--- src/ad9361_settings.svh ---
// sample width, half width, words per frame and reset stretch depth macros
`ifndef AD9361_SETTINGS_SVH
`define AD9361_SETTINGS_SVH

////////////////////////////////////////
// port format
////////////////////////////////////////

// bits in one i or q sample
`define AD_SAMPLE_W 12

// bits of a sample carried per bus word
`define AD_HALF_W 6

// bus words per frame (i0/q0 hi, lo, i1/q1 hi, lo)
`define AD_WORDS 4

////////////////////////////////////////
// reset
////////////////////////////////////////

// edges the internal reset trails lock
`define AD_RST_STAGES 3

`endif

--- src/ad9361_pkg.sv ---
// sample, half, bus word and frame step types plus the receive alignment state
`include "ad9361_settings.svh"

package ad9361_pkg;

  ////////////////////////////////////////
  // datapath words
  ////////////////////////////////////////

  // one i or q sample
  typedef logic [`AD_SAMPLE_W-1:0] sample_t;

  // upper or lower half of a sample
  typedef logic [`AD_HALF_W-1:0] half_t;

  // one word on the data bus
  // i half sits in the upper bits, q half below
  typedef logic [2*`AD_HALF_W-1:0] bus_word_t;

  ////////////////////////////////////////
  // framing
  ////////////////////////////////////////

  // word position within a frame
  // 0 and 1 belong to channel 0, 2 and 3 to channel 1
  typedef logic [$clog2(`AD_WORDS)-1:0] step_t;

  // deframer alignment
  // hunt waits for a strobe rise, locked tracks the 1 1 0 0 pattern
  typedef enum logic {
    HUNT,
    LOCKED
  } rx_state_t;

endpackage

--- src/tx_framer.sv ---
// transmit frame holding register, step counter and bus word multiplexer
`include "ad9361_settings.svh"

module tx_framer (
  input  logic                  d_clk,
  input  logic                  d_rst,
  // frame in
  input  logic                  tx_valid,
  output logic                  tx_ready,
  input  ad9361_pkg::sample_t   tx_i0,
  input  ad9361_pkg::sample_t   tx_q0,
  input  ad9361_pkg::sample_t   tx_i1,
  input  ad9361_pkg::sample_t   tx_q1,
  // bus out
  output logic                  tx_frame,
  output ad9361_pkg::bus_word_t tx_data
);

  import ad9361_pkg::*;

  localparam step_t last_step = step_t'(`AD_WORDS - 1);

  step_t   step;
  step_t   step_nxt;
  logic    take;
  sample_t hold_i0;
  sample_t hold_q0;
  sample_t hold_i1;
  sample_t hold_q1;
  sample_t sel_i0;
  sample_t sel_q0;
  sample_t sel_i1;
  sample_t sel_q1;

  // build one bus word for a given step
  function automatic bus_word_t pick_word(input step_t s, input sample_t i0,
                                          input sample_t q0, input sample_t i1,
                                          input sample_t q1);
    bus_word_t w;
    case (s)
      step_t'(0): w = {i0[`AD_SAMPLE_W-1 -: `AD_HALF_W], q0[`AD_SAMPLE_W-1 -: `AD_HALF_W]};
      step_t'(1): w = {i0[`AD_HALF_W-1:0], q0[`AD_HALF_W-1:0]};
      step_t'(2): w = {i1[`AD_SAMPLE_W-1 -: `AD_HALF_W], q1[`AD_SAMPLE_W-1 -: `AD_HALF_W]};
      default:    w = {i1[`AD_HALF_W-1:0], q1[`AD_HALF_W-1:0]};
    endcase
    return w;
  endfunction

  ////////////////////////////////////////
  // pacing
  ////////////////////////////////////////

  // ready while the last word of a frame is on the bus
  assign tx_ready = (step == last_step);
  assign take     = tx_ready & tx_valid;
  assign step_nxt = step + step_t'(1);

  // frame for the coming words
  // new frame on a transfer, zeros if none offered, else the held one
  always_comb begin
    if (take) begin
      sel_i0 = tx_i0;
      sel_q0 = tx_q0;
      sel_i1 = tx_i1;
      sel_q1 = tx_q1;
    end else if (tx_ready) begin
      sel_i0 = '0;
      sel_q0 = '0;
      sel_i1 = '0;
      sel_q1 = '0;
    end else begin
      sel_i0 = hold_i0;
      sel_q0 = hold_q0;
      sel_i1 = hold_i1;
      sel_q1 = hold_q1;
    end
  end

  ////////////////////////////////////////
  // registers
  ////////////////////////////////////////

  always_ff @(posedge d_clk or posedge d_rst) begin
    if (d_rst) begin
      // one short of the last word
      // first edge out of reset opens a ready cycle
      step     <= step_t'(`AD_WORDS - 2);
      hold_i0  <= '0;
      hold_q0  <= '0;
      hold_i1  <= '0;
      hold_q1  <= '0;
      tx_frame <= 1'b0;
      tx_data  <= '0;
    end else begin
      step <= step_nxt;
      if (tx_ready) begin
        hold_i0 <= sel_i0;
        hold_q0 <= sel_q0;
        hold_i1 <= sel_i1;
        hold_q1 <= sel_q1;
      end
      // strobe high for channel 0 words
      tx_frame <= (step_nxt < step_t'(`AD_WORDS / 2));
      tx_data  <= pick_word(step_nxt, sel_i0, sel_q0, sel_i1, sel_q1);
    end
  end

  ////////////////////////////////////////
  // checks
  ////////////////////////////////////////

  // each ready cycle closes a 1 1 0 0 strobe run with no ready inside it
  frame_cadence: assert property (
    @(posedge d_clk) disable iff (d_rst)
    (tx_ready && !$past(d_rst, 4)) |->
      (!tx_frame && !$past(tx_frame) && $past(tx_frame, 2) && $past(tx_frame, 3) &&
       !$past(tx_ready) && !$past(tx_ready, 2) && !$past(tx_ready, 3))
  );

endmodule

--- src/rx_deframer.sv ---
// receive strobe aligner, sample assembler, output register and error flags
`include "ad9361_settings.svh"

module rx_deframer (
  input  logic                  d_clk,
  input  logic                  d_rst,
  // bus in
  input  logic                  rx_frame,
  input  ad9361_pkg::bus_word_t rx_data,
  // frame out
  output logic                  rx_valid,
  input  logic                  rx_ready,
  output ad9361_pkg::sample_t   rx_i0,
  output ad9361_pkg::sample_t   rx_q0,
  output ad9361_pkg::sample_t   rx_i1,
  output ad9361_pkg::sample_t   rx_q1,
  // sticky status
  output logic                  rx_overflow,
  output logic                  rx_frame_err
);

  import ad9361_pkg::*;

  localparam step_t last_step = step_t'(`AD_WORDS - 1);

  rx_state_t state;
  step_t     step;
  step_t     eff_step;
  logic      frame_q;
  logic      rise;
  logic      expect_frame;
  logic      strobe_bad;
  logic      word_ok;
  logic      done;
  logic      load;
  half_t     word_i;
  half_t     word_q;
  sample_t   asm_i0;
  sample_t   asm_q0;
  half_t     asm_i1_hi;
  half_t     asm_q1_hi;

  ////////////////////////////////////////
  // alignment
  ////////////////////////////////////////

  // split the bus word
  assign word_i = rx_data[2*`AD_HALF_W-1 -: `AD_HALF_W];
  assign word_q = rx_data[`AD_HALF_W-1:0];

  // strobe low then high marks word 0
  assign rise = rx_frame & ~frame_q;

  // 1 1 0 0 over the four steps
  assign expect_frame = (step < step_t'(`AD_WORDS / 2));

  // a rise always restarts the frame
  assign eff_step = rise ? step_t'(0) : step;

  always_comb begin
    strobe_bad = 1'b0;
    if (state == LOCKED) begin
      // rise is only legal where word 0 is due
      if (rise) begin
        strobe_bad = (step != step_t'(0));
      end else begin
        strobe_bad = (rx_frame != expect_frame);
      end
    end
  end

  // words that count toward a frame
  assign word_ok = rise | ((state == LOCKED) & ~strobe_bad);
  assign done    = word_ok & (eff_step == last_step);

  // take the new frame unless the held one is stuck
  assign load = done & (~rx_valid | rx_ready);

  ////////////////////////////////////////
  // control
  ////////////////////////////////////////

  always_ff @(posedge d_clk or posedge d_rst) begin
    if (d_rst) begin
      state        <= HUNT;
      step         <= '0;
      // starts high
      // a strobe already up at release is no edge
      frame_q      <= 1'b1;
      rx_valid     <= 1'b0;
      rx_overflow  <= 1'b0;
      rx_frame_err <= 1'b0;
    end else begin
      frame_q <= rx_frame;
      if (rise) begin
        state <= LOCKED;
      end else if (strobe_bad) begin
        // partial frame is abandoned
        state <= HUNT;
      end
      if (word_ok) begin
        step <= eff_step + step_t'(1);
      end
      if (strobe_bad) begin
        rx_frame_err <= 1'b1;
      end
      // completed frame with nowhere to go
      if (done && !load) begin
        rx_overflow <= 1'b1;
      end
      if (load) begin
        rx_valid <= 1'b1;
      end else if (rx_ready) begin
        rx_valid <= 1'b0;
      end
    end
  end

  ////////////////////////////////////////
  // assembly and output
  ////////////////////////////////////////

  always_ff @(posedge d_clk) begin
    if (word_ok) begin
      case (eff_step)
        step_t'(0): begin
          asm_i0[`AD_SAMPLE_W-1 -: `AD_HALF_W] <= word_i;
          asm_q0[`AD_SAMPLE_W-1 -: `AD_HALF_W] <= word_q;
        end
        step_t'(1): begin
          asm_i0[`AD_HALF_W-1:0] <= word_i;
          asm_q0[`AD_HALF_W-1:0] <= word_q;
        end
        step_t'(2): begin
          asm_i1_hi <= word_i;
          asm_q1_hi <= word_q;
        end
        // last word goes straight to the output
        default: begin
        end
      endcase
    end
    if (load) begin
      rx_i0 <= asm_i0;
      rx_q0 <= asm_q0;
      rx_i1 <= {asm_i1_hi, word_i};
      rx_q1 <= {asm_q1_hi, word_q};
    end
  end

  ////////////////////////////////////////
  // checks
  ////////////////////////////////////////

  // valid only drops after a transfer
  hold_valid: assert property (
    @(posedge d_clk) disable iff (d_rst)
    (rx_valid && !rx_ready) |=> rx_valid
  );

  // stalled frame stays put, a late frame cannot overwrite it
  hold_data: assert property (
    @(posedge d_clk) disable iff (d_rst)
    (rx_valid && !rx_ready) |=>
      ($stable(rx_i0) && $stable(rx_q0) && $stable(rx_i1) && $stable(rx_q1))
  );

endmodule

--- src/ad9361_lvds_if.sv ---
// transceiver port top level with lock reset stretcher, transmit framer and receive deframer
`include "ad9361_settings.svh"

module ad9361_lvds_if (
  input  logic                  d_clk,
  input  logic                  lock,
  // transmit frame in
  input  logic                  tx_valid,
  output logic                  tx_ready,
  input  ad9361_pkg::sample_t   tx_i0,
  input  ad9361_pkg::sample_t   tx_q0,
  input  ad9361_pkg::sample_t   tx_i1,
  input  ad9361_pkg::sample_t   tx_q1,
  // transmit pins
  output logic                  tx_frame,
  output ad9361_pkg::bus_word_t tx_data,
  // receive pins
  input  logic                  rx_frame,
  input  ad9361_pkg::bus_word_t rx_data,
  // receive frame out
  output logic                  rx_valid,
  input  logic                  rx_ready,
  output ad9361_pkg::sample_t   rx_i0,
  output ad9361_pkg::sample_t   rx_q0,
  output ad9361_pkg::sample_t   rx_i1,
  output ad9361_pkg::sample_t   rx_q1,
  // status
  output logic                  rx_overflow,
  output logic                  rx_frame_err
);

  logic [`AD_RST_STAGES-1:0] n_lock_sh;
  logic                      d_rst;

  ////////////////////////////////////////
  // reset stretcher
  ////////////////////////////////////////

  // lock low fills the chain with ones
  // after lock rises zeros walk in, one stage per edge
  always_ff @(posedge d_clk or negedge lock) begin
    if (!lock) begin
      n_lock_sh <= '1;
    end else begin
      n_lock_sh <= n_lock_sh >> 1;
    end
  end

  assign d_rst = n_lock_sh[0];

  // release needs three edges of steady lock
  rst_stretch: assert property (
    @(posedge d_clk)
    $fell(d_rst) |-> (lock && $past(lock) && $past(lock, 2) && $past(lock, 3))
  );

  ////////////////////////////////////////
  // datapaths
  ////////////////////////////////////////

  tx_framer tx0 (
    .d_clk    (d_clk),
    .d_rst    (d_rst),
    .tx_valid (tx_valid),
    .tx_ready (tx_ready),
    .tx_i0    (tx_i0),
    .tx_q0    (tx_q0),
    .tx_i1    (tx_i1),
    .tx_q1    (tx_q1),
    .tx_frame (tx_frame),
    .tx_data  (tx_data)
  );

  rx_deframer rx0 (
    .d_clk        (d_clk),
    .d_rst        (d_rst),
    .rx_frame     (rx_frame),
    .rx_data      (rx_data),
    .rx_valid     (rx_valid),
    .rx_ready     (rx_ready),
    .rx_i0        (rx_i0),
    .rx_q0        (rx_q0),
    .rx_i1        (rx_i1),
    .rx_q1        (rx_q1),
    .rx_overflow  (rx_overflow),
    .rx_frame_err (rx_frame_err)
  );

endmodule

--- config.mk ---
export PLATFORM = sky130hd
export DESIGN_NAME = ad9361_lvds_if
export DESIGN_NICKNAME = d
export VERILOG_FILES = /design/src/ad9361_pkg.sv /design/src/tx_framer.sv /design/src/rx_deframer.sv /design/src/ad9361_lvds_if.sv
export VERILOG_INCLUDE_DIRS = /design/src
export SDC_FILE = /design/constraint.sdc
export NUM_CORES = 1
export LEC_CHECK = 0
export BUFFER_PORTS_ARGS = -buffer_cell sky130_fd_sc_hd__buf_2
export CAP_MARGIN = 30
export CORE_UTILIZATION = 53
export CTS_CLUSTER_DIAMETER = 200
export DETAILED_ROUTE_END_ITERATION = 8
export GPL_TIMING_DRIVEN = 0
export PLACE_DENSITY = 0.79
export SLEW_MARGIN = 20
export SYNTH_ARGS = -nofsm -noshare
export SYNTH_HDL_FRONTEND = slang
export SYNTH_SLANG_ARGS = --single-unit
--- constraint.sdc ---
create_clock -name d_clk -period 4.2 [get_ports d_clk]
set_input_delay 0.42 -clock d_clk [delete_from_list [all_inputs] [get_ports d_clk]]
set_output_delay 0.42 -clock d_clk [all_outputs]
set_load 0.01 [all_outputs]
==> reports/qor.txt <==
Status -> finished, final reports clean
CP endpoint kind -> flop
Vias in the first global route -> 3,190
EDFF count, synth -> 84
Fillers -> 693
Detail Route Antenna Nets -> 0
WS Path Type -> flop to flop
Ys Warns -> 0
Top cells by area, synth -> edfxtp_1, dfrtp_1, nand3_1
Max Fanout on Critical Path -> 37
Number of distinct library cells after synthesis -> 39
Ports -> 130
Post-synthesis sequential area ratio -> 0.759
Layout cells sized above 1 -> 0.353
First-pass GRT wire length -> 15,700 µm
Synth cell count leaders -> edfxtp_1, dfrtp_1, inv_1, nand3_1, o21ai_0
Worst Path Arrival -> 2.21 ns
Required @ worst endpoint -> 4.41 ns
Fin area -> 6750 µm²
Hold_sp -> rx_frame
Post-Syn Area -> 5350 µm²
Ys async rst share -> 0.421
Vias -> 3,428
Main synth FF type -> edfxtp_1
Residual DRC count -> 0
Reg2reg start -> rx0.frame_q
Hpwl dp -> 7040 µm
Global route total overflow -> 0
Crit path from -> rx0.frame_q
Largest net degree at the start of global routing -> 59
Fin. Hold Viols -> 0
Worst setup margin -> 2.20 ns
Worst-Skew Late Latency -> 0.51 ns
Nets -> 601
Count leader, synth -> edfxtp_1
Least-Margin Pin Slew -> 0.689 ns
Most area-hungry cell type in the Yosys netlist -> edfxtp_1
Post-Place Cell Area -> 6160 µm²
Syn_nets -> 451
Initial core utilization -> 0.547
Final TNS setup -> 0 ns
Max Clock Freq -> 499 MHz
Max_cap viols -> 0
DR iter-0 viols -> 170
Mapped Cells -> 378
CTS buffer count -> 17
Share of the synthesized area in the top cell type -> 0.472
Hold/Removal Path Class -> input port to flop
Clk sinks -> 145
Avg Cell Area, Syn -> 14.1 µm²
Port Buf Inserts -> 129
Via/cell ratio -> 5.09
Leakage power -> 2.87 nW
H-tree depth -> 4
Area growth from synthesis to layout -> 26.2%
Core area -> 9770 µm²
Setup WS pre-CTS -> 1.75 ns
Util after Layout -> 0.690
Post-route insts no fill -> 674
Die H -> 102 µm
Clock slew at reported path FFs -> 0.06 ns
Final min period -> 2.00 ns
CTS Buffer Depth -> 2
FP Rows -> 36
Gpl congestion -> 0.888
GRT Total Usage -> 0.208
Slew HR -> 0.541
Antenna Cells -> 0
Pre-antenna DRT Iters -> 5
Cell Pwr Density -> 511 nW/µm²
Die extent in x -> 102 µm
Total Power Consumption -> 3.45 mW
Final period util -> 0.477
Number of synthesized register bits -> 145
Max Clock Skew -> 0.00665 ns
Max incr delay on CP -> 0.54 ns
Final hold slack -> 0.0783 ns
Worst vdd ir -> 0.000312 V
Cell total after placement -> 640
CTS tree -> done
Final wirelength -> 9950 µm
Slowest-stage cell, CP -> dfstp_2
Die ar. -> 10,500 µm²
Crit path launch type -> flop
Wire length per cell -> 14.8 µm
Final setup vio count -> 0
Initial antenna violation count -> 0
Slew Limit Fails -> 0
Clock root cell -> clkbuf_8
Unrepaired setup endpoints after global routing -> false
CP cell instances -> or2b_1 -> and2_1 -> ha_1 -> and3b_2 -> buf_12
-- timing repair --
action                    in CTS  in global routing
gates resized for setup        0                  0
hold buffers                   1                  0
hold endpoints to repair       3                  0
setup buffers                  0                  0
-- cell families (layout without fill, tap and decap cells) --
family          Yosys count  in the layout  share of synthesized area
compound gates           79             79                     0.0941
fa+ha+maj                 8              8                     0.0187
buf+inv                  66            229                     0.0522
other cells               1              1                   0.000702
mux                       1              1                    0.00281
xor+xnor                  1              1                    0.00164
flops                   145            145                      0.759
simple gates             77             77                     0.0712
-- worst paths after layout --
check,end,slack (ns),cells after the start
max in group asynchronous,tx0.tx_data[0],3.37,1
min reg2reg,n_lock_sh[0],0.36,0
min,rx0.frame_q,0.08,1
min in group asynchronous,tx0.hold_q1[2],0.38,1
max,rx0.rx_i0[6],2.20,5
max reg2reg,rx0.rx_i0[6],2.20,5
-- layout by cell type, fill, tap and decap left out, types with 2 or more instances in the layout --
cell	n
inv_6	4
buf_2	139
a2bb2oi_1	11
nor2b_1	2
and2_1	2
a211oi_1	9
nor2_1	12
nand3b_1	2
a311oi_1	2
clkinv_4	4
nand3_1	35
clkbuf_16	16
a21oi_1	13
and2_2	3
inv_1	43
inv_8	4
dfstp_2	5
o21ai_0	33
nand2_1	16
o21ai_1	3
buf_4	3
edfxtp_1	84
dfrtp_1	56
ha_1	8
clkbuf_1	7
-- critical path: cells and delay by family (launching register included) --
family	cells	cell delay [ns]
fa+ha+maj	1	0.21
buf+inv	1	0.26
flops	1	0.54
simple gates	3	0.67
-- power by group --
part           total [mW]  internal, mW  switching [mW]
registers            1.73          1.68          0.0500
clock network        1.38         0.755           0.627
logic               0.334         0.136           0.198
total                3.45          2.57           0.875
-- registers in the layout (all words and copies together), names as in the netlist --
signal            count
rx0.rx_overflow       1
rx0.rx_q1            12
tx0.hold_i1          12
rx0.asm_q1_hi         6
rx0.rx_frame_err      1
tx0.hold_q1          12
tx0.tx_data          12
rx0.rx_i0            12
rx0.rx_q0            12
n_lock_sh             3
rx0.asm_i1_hi         6
rx0.state             1
rx0.frame_q           1
rx0.step              2
rx0.asm_i0           12
rx0.rx_valid          1
rx0.rx_i1            12
tx0.step              2
tx0.hold_i0           6
tx0.hold_q0           6
tx0.tx_frame          1
rx0.asm_q0           12
-- per-layer routing --
layer	vias to the layer above	part of all wire	track usage
met3	19	0.071	0.0595
met2	145	0.49	0.328
li1	1636	-	-
met1	1628	0.43	0.269
met4	0	0.016	0.0901
met5	-	0	0
-- cell type report --
class                      instances  area [µm²]  share of cell area
clock buffer                      17         414              0.0614
inverter                          44         168              0.0249
tap                              133         166              0.0247
clock inverter                    15         143              0.0211
sequential                       145        4060               0.601
multi-input combinational        167        1010               0.150
buffer                            22         114              0.0169
timing repair buffer             131         676               0.100
No activity file was read; power rests on OpenSTA's default activity.
